==> config.mk <==
export PLATFORM = sky130hd
export DESIGN_NAME = lenet_top
export DESIGN_NICKNAME = d
export VERILOG_FILES = /design/src/lenet_pkg.sv /design/src/conv_engine.sv /design/src/layer_sequencer.sv /design/src/lenet_top.sv /design/src/line_buffer_mem.sv /design/src/pool_engine.sv
export VERILOG_INCLUDE_DIRS = /design/src
export SDC_FILE = /design/constraint.sdc
export NUM_CORES = 1
export LEC_CHECK = 0
export ABC_AREA = 1
export BUFFER_PORTS_ARGS = -buffer_cell sky130_fd_sc_hd__buf_2
export CAP_MARGIN = 15
export CORE_UTILIZATION = 62
export CTS_CLUSTER_SIZE = 25
export DETAILED_ROUTE_END_ITERATION = 7
export GPL_TIMING_DRIVEN = 0
export HOLD_SLACK_MARGIN = 0.03
export PLACE_DENSITY = 0.8
export SYNTH_ARGS = -nofsm -noshare
export SYNTH_HDL_FRONTEND = slang
export SYNTH_SLANG_ARGS = --single-unit
==> constraint.sdc <==
create_clock -name clk -period 6.9 [get_ports clk]
set_input_delay 0.345 -clock clk [delete_from_list [all_inputs] [get_ports clk]]
set_output_delay 0.345 -clock clk [all_outputs]
set_load 0.02 [all_outputs]
==> src/lenet_settings.svh <==
`ifndef LENET_SETTINGS_SVH
`define LENET_SETTINGS_SVH

// image side, pixels per row
`define IMG_DIM 8

// kernel side
`define K_DIM 3

// valid convolution output side
`define MAP_DIM 6

// 2x2 pooling of the map
`define POOL_DIM 3

// pixel and activation width
`define DATA_W 8

// accumulator, holds nine full products plus bias
`define ACC_W 20

// 64 words per memory at most
`define ADDR_W 6

// fixed-point scaling after accumulation
`define FRAC_SHIFT 4

`endif

==> src/lenet_pkg.sv <==
`default_nettype none

`include "lenet_settings.svh"

package lenet_pkg;

    // one word written per cycle
    typedef struct packed {
        logic               en;
        logic [`ADDR_W-1:0] addr;
        logic [`DATA_W-1:0] data;
    } mem_wr_t;

    // data comes back the cycle after en
    typedef struct packed {
        logic               en;
        logic [`ADDR_W-1:0] addr;
    } mem_rd_t;

    // weight[0] is the top-left tap, row-major
    typedef struct packed {
        logic [0:`K_DIM*`K_DIM-1][`DATA_W-1:0] weight;
        logic signed [`DATA_W-1:0]             bias;
    } kernel_t;

    // value[0] is the top-left block, row-major
    typedef struct packed {
        logic [0:`POOL_DIM*`POOL_DIM-1][`DATA_W-1:0] value;
    } pool_result_t;

endpackage

`default_nettype wire

==> src/conv_engine.sv <==
`default_nettype none

`include "lenet_settings.svh"

module conv_engine
(
    input  wire                     clk,
    input  wire                     rst,
    input  wire                     conv_start,
    input  wire lenet_pkg::kernel_t kernel,
    output lenet_pkg::mem_rd_t      img_rd,
    input  wire [`DATA_W-1:0]       img_data,
    output lenet_pkg::mem_wr_t      map_wr,
    output logic                    conv_done
);

    localparam int pos_w   = $clog2(`MAP_DIM);
    localparam int ki_w    = $clog2(`K_DIM);
    localparam int tap_w   = $clog2(`K_DIM * `K_DIM);
    localparam int sat_max = 2 ** (`DATA_W - 1) - 1;
    localparam int sat_min = -(2 ** (`DATA_W - 1));

    lenet_pkg::kernel_t kernel_q;

    logic               running;
    logic [pos_w-1:0]   row;
    logic [pos_w-1:0]   col;
    logic [ki_w-1:0]    kr;
    logic [ki_w-1:0]    kc;
    logic               rd_vld;
    logic [tap_w-1:0]   tap_q;
    logic [`ADDR_W-1:0] out_addr_q;
    logic               wr_en;
    logic [`ADDR_W-1:0] wr_addr;
    logic [`DATA_W-1:0] wr_data;

    logic signed [`ACC_W-1:0]  acc;
    logic signed [`ACC_W-1:0]  prod;
    logic signed [`ACC_W-1:0]  bias_term;
    logic signed [`ACC_W-1:0]  sum_next;
    logic signed [`ACC_W-1:0]  shifted;
    logic signed [`DATA_W-1:0] sat_val;

    ////////////////////////////////////////////////////////////
    // read issue, kc innermost then kr, col, row
    always_ff @(posedge clk)
    begin
        if (rst)
        begin
            running <= 1'b0;
            row     <= '0;
            col     <= '0;
            kr      <= '0;
            kc      <= '0;
        end
        else if (!running)
        begin
            running <= conv_start;
        end
        else
        begin
            kc <= kc + 1'b1;
            if (kc == ki_w'(`K_DIM - 1))
            begin
                kc <= '0;
                kr <= kr + 1'b1;
                if (kr == ki_w'(`K_DIM - 1))
                begin
                    kr  <= '0;
                    col <= col + 1'b1;
                    if (col == pos_w'(`MAP_DIM - 1))
                    begin
                        col <= '0;
                        row <= row + 1'b1;
                        if (row == pos_w'(`MAP_DIM - 1))
                        begin
                            row     <= '0;
                            running <= 1'b0;
                        end
                    end
                end
            end
        end
    end

    ////////////////////////////////////////////////////////////
    // multiply-accumulate on the returned pixel
    always_comb
    begin
        img_rd.en   = running;
        img_rd.addr = `ADDR_W'((row + kr) * `IMG_DIM + col + kc);
        // pixel is unsigned, weight signed
        prod      = $signed({1'b0, img_data}) * $signed(kernel_q.weight[tap_q]);
        bias_term = kernel_q.bias <<< `FRAC_SHIFT;
        sum_next  = ((tap_q == '0) ? bias_term : acc) + prod;
        shifted   = sum_next >>> `FRAC_SHIFT;
        if (shifted > sat_max)
            sat_val = `DATA_W'(sat_max);
        else if (shifted < sat_min)
            sat_val = `DATA_W'(sat_min);
        else
            sat_val = shifted[`DATA_W-1:0];
        map_wr.en   = wr_en;
        map_wr.addr = wr_addr;
        map_wr.data = wr_data;
    end

    always_ff @(posedge clk)
    begin
        if (rst)
        begin
            rd_vld    <= 1'b0;
            wr_en     <= 1'b0;
            conv_done <= 1'b0;
        end
        else
        begin
            rd_vld    <= running;
            wr_en     <= rd_vld && (tap_q == tap_w'(`K_DIM * `K_DIM - 1));
            // last map word lands at the edge before this
            conv_done <= wr_en && (wr_addr == `ADDR_W'(`MAP_DIM * `MAP_DIM - 1));
        end
    end

    always_ff @(posedge clk)
    begin
        if (conv_start && !running)
            kernel_q <= kernel;
        tap_q      <= tap_w'(kr * `K_DIM + kc);
        out_addr_q <= `ADDR_W'(row * `MAP_DIM + col);
        if (rd_vld)
            acc <= sum_next;
        wr_addr <= out_addr_q;
        wr_data <= sat_val;
    end

endmodule

`default_nettype wire

==> src/layer_sequencer.sv <==
`default_nettype none

module layer_sequencer
(
    input  wire  clk,
    input  wire  rst,
    input  wire  start,
    input  wire  conv_done,
    input  wire  pool_done,
    output logic conv_start,
    output logic pool_start,
    output logic busy,
    output logic finish
);

    typedef enum logic [1:0] {
        idle_st,
        conv_st,
        pool_st
    } state_t;

    state_t state;

    ////////////////////////////////////////////////////////////
    // one engine at a time, start pulses are single cycle
    always_ff @(posedge clk)
    begin
        if (rst)
        begin
            state      <= idle_st;
            conv_start <= 1'b0;
            pool_start <= 1'b0;
            finish     <= 1'b0;
        end
        else
        begin
            conv_start <= 1'b0;
            pool_start <= 1'b0;
            finish     <= 1'b0;
            case (state)
                idle_st:
                begin
                    if (start)
                    begin
                        state      <= conv_st;
                        conv_start <= 1'b1;
                    end
                end
                conv_st:
                begin
                    if (conv_done)
                    begin
                        state      <= pool_st;
                        pool_start <= 1'b1;
                    end
                end
                pool_st:
                begin
                    // result is already written when pool_done arrives
                    if (pool_done)
                    begin
                        state  <= idle_st;
                        finish <= 1'b1;
                    end
                end
                default:
                begin
                    state <= idle_st;
                end
            endcase
        end
    end

    // falls in the same cycle finish rises
    assign busy = (state != idle_st);

endmodule

`default_nettype wire

==> src/lenet_top.sv <==
`default_nettype none

`include "lenet_settings.svh"

module lenet_top
(
    input  wire                     clk,
    input  wire                     rst,
    input  wire lenet_pkg::mem_wr_t img_wr,
    input  wire lenet_pkg::kernel_t kernel,
    input  wire                     start,
    output logic                    busy,
    output logic                    finish,
    output lenet_pkg::pool_result_t result
);

    lenet_pkg::mem_rd_t img_rd;
    lenet_pkg::mem_wr_t map_wr;
    lenet_pkg::mem_rd_t map_rd;
    logic [`DATA_W-1:0] img_data;
    logic [`DATA_W-1:0] map_data;
    logic               conv_start;
    logic               conv_done;
    logic               pool_start;
    logic               pool_done;

    layer_sequencer seq_i (
        .clk        (clk),
        .rst        (rst),
        .start      (start),
        .conv_done  (conv_done),
        .pool_done  (pool_done),
        .conv_start (conv_start),
        .pool_start (pool_start),
        .busy       (busy),
        .finish     (finish)
    );

    // host fills the image while idle
    line_buffer_mem #(.depth(`IMG_DIM * `IMG_DIM)) image_mem (
        .clk     (clk),
        .wr      (img_wr),
        .rd      (img_rd),
        .rd_data (img_data)
    );

    conv_engine conv_i (
        .clk        (clk),
        .rst        (rst),
        .conv_start (conv_start),
        .kernel     (kernel),
        .img_rd     (img_rd),
        .img_data   (img_data),
        .map_wr     (map_wr),
        .conv_done  (conv_done)
    );

    // 6x6 feature map between the two stages
    line_buffer_mem #(.depth(`MAP_DIM * `MAP_DIM)) feature_mem (
        .clk     (clk),
        .wr      (map_wr),
        .rd      (map_rd),
        .rd_data (map_data)
    );

    pool_engine pool_i (
        .clk        (clk),
        .rst        (rst),
        .pool_start (pool_start),
        .map_rd     (map_rd),
        .map_data   (map_data),
        .result     (result),
        .pool_done  (pool_done)
    );

endmodule

`default_nettype wire

==> src/line_buffer_mem.sv <==
`default_nettype none

`include "lenet_settings.svh"

// single writer, single reader, registered read
module line_buffer_mem
#(
    parameter int depth = 64
)
(
    input  wire                     clk,
    input  wire lenet_pkg::mem_wr_t wr,
    input  wire lenet_pkg::mem_rd_t rd,
    output logic [`DATA_W-1:0]      rd_data
);

    logic [`DATA_W-1:0] mem [depth];

    ////////////////////////////////////////////////////////////
    // write port
    always_ff @(posedge clk)
    begin
        if (wr.en)
        begin
            mem[wr.addr] <= wr.data;
        end
    end

    ////////////////////////////////////////////////////////////
    // read port, one cycle latency
    always_ff @(posedge clk)
    begin
        if (rd.en)
        begin
            rd_data <= mem[rd.addr];
        end
    end

endmodule

`default_nettype wire

==> src/pool_engine.sv <==
`default_nettype none

`include "lenet_settings.svh"

module pool_engine
(
    input  wire                      clk,
    input  wire                      rst,
    input  wire                      pool_start,
    output lenet_pkg::mem_rd_t       map_rd,
    input  wire [`DATA_W-1:0]        map_data,
    output lenet_pkg::pool_result_t  result,
    output logic                     pool_done
);

    localparam int blk_w  = $clog2(`POOL_DIM);
    localparam int slot_w = $clog2(`POOL_DIM * `POOL_DIM);

    logic              running;
    logic [blk_w-1:0]  br;
    logic [blk_w-1:0]  bc;
    logic [1:0]        quad;
    logic              rd_vld;
    logic [1:0]        quad_q;
    logic [slot_w-1:0] slot_q;

    logic signed [`DATA_W-1:0] cur;
    logic signed [`DATA_W-1:0] mx;
    logic signed [`DATA_W-1:0] mx_next;

    ////////////////////////////////////////////////////////////
    // four reads per block, quad bit 1 picks the row
    always_ff @(posedge clk)
    begin
        if (rst)
        begin
            running <= 1'b0;
            br      <= '0;
            bc      <= '0;
            quad    <= '0;
        end
        else if (!running)
        begin
            running <= pool_start;
        end
        else
        begin
            quad <= quad + 1'b1;
            if (quad == 2'd3)
            begin
                bc <= bc + 1'b1;
                if (bc == blk_w'(`POOL_DIM - 1))
                begin
                    bc <= '0;
                    br <= br + 1'b1;
                    if (br == blk_w'(`POOL_DIM - 1))
                    begin
                        br      <= '0;
                        running <= 1'b0;
                    end
                end
            end
        end
    end

    always_comb
    begin
        map_rd.en   = running;
        map_rd.addr = `ADDR_W'((br * 2 + quad[1]) * `MAP_DIM + bc * 2 + quad[0]);
        cur         = $signed(map_data);
        // first word of a block restarts the maximum
        mx_next     = (quad_q == 2'd0 || cur > mx) ? cur : mx;
    end

    ////////////////////////////////////////////////////////////
    // block result with relu
    always_ff @(posedge clk)
    begin
        if (rst)
        begin
            rd_vld    <= 1'b0;
            pool_done <= 1'b0;
            result    <= '0;
        end
        else
        begin
            rd_vld    <= running;
            pool_done <= 1'b0;
            if (rd_vld && quad_q == 2'd3)
            begin
                result.value[slot_q] <= mx_next[`DATA_W-1] ? '0 : mx_next;
                pool_done <= (slot_q == slot_w'(`POOL_DIM * `POOL_DIM - 1));
            end
        end
    end

    always_ff @(posedge clk)
    begin
        quad_q <= quad;
        slot_q <= slot_w'(br * `POOL_DIM + bc);
        if (rd_vld)
            mx <= mx_next;
    end

endmodule

`default_nettype wire
==> run metrics <==
total wire length 123000 um; register area between 30000 and 40000 um^2; max-capacitance violation count 0; fillcell total 4500; count leader, synth edfxtp_1; placed insts approximately 4800; Avg Synthesized Cell Area between 10 and 15 um^2; Cell Pwr Density ~320 nW/um^2; largest cells by area after synthesis edfxtp_1, dfxtp_1, nor2_1; final slew viol count 0; R2R setup slack between 200 and 300 ps; Avg WL per Cell 24.5 um; Setup-failing EPs final 0; Max Buffers Root-to-Sink 3; die height 271 um; Static Leak around 19 nW; buffers inserted by post-CTS timing repair 0; initial core utilization between 60% and 70%; initial drt markers between 4000 and 5000; Max Clock Skew approximately 38 ps; Sink Count 1045; crit path DAT roughly 7000 ps; initial antenna violation count 1; total CTS buffers 98; synth unique cells 48; area of the multi-input gates 12900 um^2; Non-Filler Instances approximately 5000; H-tree Lvls 3; ys async rst share 0%; worst hold-check path type in -> reg; Final WS setup around 280 ps; Pre-antenna DRT Iters 6; I/O Pins approximately 170; Clock Latency Late Sink 690 ps; row count between 90 and 100; share of cells above drive strength 1 11.3%; cell area after synthesis 44800 um^2; CTS tree built; Synth top area share 62.0%; fin crit period between 6000 and 7000 ps; register area share after synthesis ~67%; gr usage total 33.5%; largest net degree at the start of global routing 65; Hold Slack between 100 and 150 ps; Worst EP required 7420 ps; Via-to-Cell Ratio about 6.3; Routed Antenna Nets 0; gpl congestion between 1 and 1.5; CP max FO 9; critical path type reg -> reg; clk slew on worst S/H paths roughly 60 ps; Synth Flop Type edfxtp_1; commonest cells in the netlist edfxtp_1, nor2_1, o21ai_0; Core ar. ~71000 um^2; drt drc 0; final core occ between 70% and 80%; Syn Inst Count between 3000 and 4000; Worst Setup SP conv_i.tap_q[1]; Placement Setup Slack -141 ps; Final TNS setup 0 ps; fmax approximately 150 MHz; dpl hpwl 82500 um; Worst-Margin Slew between 1000 and 1500 ps; Peak VDD IR approximately 0.29 mV; Synth Register Bits between 1000 and 1500; Hold Crit Start img_wr[7]; RSZ-0062 raised after global routing no; vias in the first global route a little over 30000; max_slew headroom 18.6%; root buffer cell clkbuf_16; DIE AREA roughly 73000 um^2; Die Wd 271 um; I/O Buffers around 160; Critical Path End Type flip-flop; Post-synth EDFFs slightly above 900; Final Cycle Share between 90% and 100%; RR Startpoint conv_i.tap_q[1]; Fin. Hold Viols 0; CP startpoint kind flip-flop; Syn. warnings 0; status finished clean; global-route wire length before repair around 180000 um; synth-to-layout area growth 14.4%; gr ovfl total 0; via count about 32000; fin nets around 4300; cell taking the most area after synthesis edfxtp_1
## power breakdown
part	internal (mW)	switching (mW)	total, mW
Sequential	7.32	0.195	7.51
Combinational	1.12	2.32	3.45
Clock	3.01	2.38	5.39
Total	11.4	4.90	16.3
## final timing paths
kind | endpoint | cells past startpoint
max | conv_i.wr_data[6] | 27
min | image_mem.mem[40][7] | 1
max reg2reg | conv_i.wr_data[6] | 27
min reg2reg | conv_i.wr_addr[3] | 0
## metal layers
| metal | vias to the layer above | wire [um] | GRT usage, % |
|---|---|---|---|
| met4 | 0 | 8050 | 19.9 |
| met1 | 15000 | 43500 | 42.5 |
| met2 | 2335 | 57500 | 53.6 |
| li1 | 13800 | - | - |
| met5 | - | 0 | 0 |
| met3 | 486 | 14100 | 6.69 |
## through the flow
| stage | power, mW | cell area, um^2 |
|---|---|---|
| global route | 16.9 | 51200 |
| global placement | 10.8 | 46800 |
| CTS | 16.2 | 51100 |
| detailed placement | 10.9 | 47000 |
| floorplan | 9.76 | 44800 |
| finish | 16.3 | 51200 |
## critical path, cell delays in order (launching register included)
cell and delay, ps:
dfxtp_2 440, inv_4 210, nand2_4 110, nor3_4 550
nand2_2 100, nand3_2 250, inv_1 210, or2_2 330
fa_1 480, fa_1 500, inv_1 70, fa_1 490
fa_1 450, fa_1 470, ha_1 370, nand2_1 80
nand2_1 90, inv_1 50, nand2_1 140, nand2_1 80
nand2_1 90, nand2_1 100, nand3_1 100, nand2_1 100
nor2_1 110, nand4_1 150, nand2_4 170, nand2_1 150
## timing repair
action                                  in CTS  in global routing
gates resized for setup                      6                 18
endpoints found under the setup margin       7                  8
hold endpoints to repair                    81                  0
hold buffers                                81                  0
## cell families (layout without fill, tap and decap cells)
group                      after synthesis  after routing  share of synthesized area [%]
other                                    1             10                        0.00838
DFF                                   1045           1045                           67.4
buffers and inverters                  444            882                           4.09
AOI/OAI and AO/OA                      773            773                           10.3
muxes                                   95             95                           2.12
and+or+nand+nor                       1102           1102                           10.3
adders and majority gates              154            154                           5.35
xor gates and xnor gates                21             21                          0.428
## flip-flops by register name, indices dropped and copies added, names as in the netlist, 8 cells and up
register	cells
conv_i.kernel_q	72
pool_i.mx	8
conv_i.bias_term	8
conv_i.acc	20
image_mem.mem	512
pool_i.result	63
image_mem.rd_data	8
conv_i.wr_data	8
feature_mem.rd_data	8
feature_mem.mem	288
## cell type report
type | count | share of cell area (%)
Antenna cell | 1 | 0.00489
Buffer | 202 | 1.81
Clock buffer | 121 | 5.02
Clock inverter | 60 | 1.24
Inverter | 242 | 1.79
Multi-Input combinational cell | 2154 | 25.2
Sequential cell | 1045 | 58.9
Tap cell | 950 | 2.32
Timing Repair Buffer | 257 | 3.73
## placed cells by master, fill, tap and decap left out, drive strengths merged, types with 2 or more instances in the layout
| master | instances |
|---|---|
| xnor2 | 11 |
| o211ai | 136 |
| bufinv | 9 |
| clkbuf | 235 |
| nand4 | 20 |
| or2 | 12 |
| inv | 245 |
| mux2i | 95 |
| xor2 | 10 |
| nand3b | 2 |
| ha | 92 |
| clkinv | 48 |
| nor4 | 11 |
| edfxtp | 924 |
| nor3 | 12 |
| o22ai | 47 |
| a211oi | 2 |
| dlygate4sd3 | 81 |
| nand2 | 276 |
| fa | 62 |
| o32ai | 23 |
| a21oi | 90 |
| conb | 9 |
| buf | 264 |
| nor2 | 595 |
| nand3 | 173 |
| o21a | 2 |
| o21ai | 409 |
| dfxtp | 121 |
| o221ai | 58 |
Note: power is estimated with default switching activity, not from simulation.
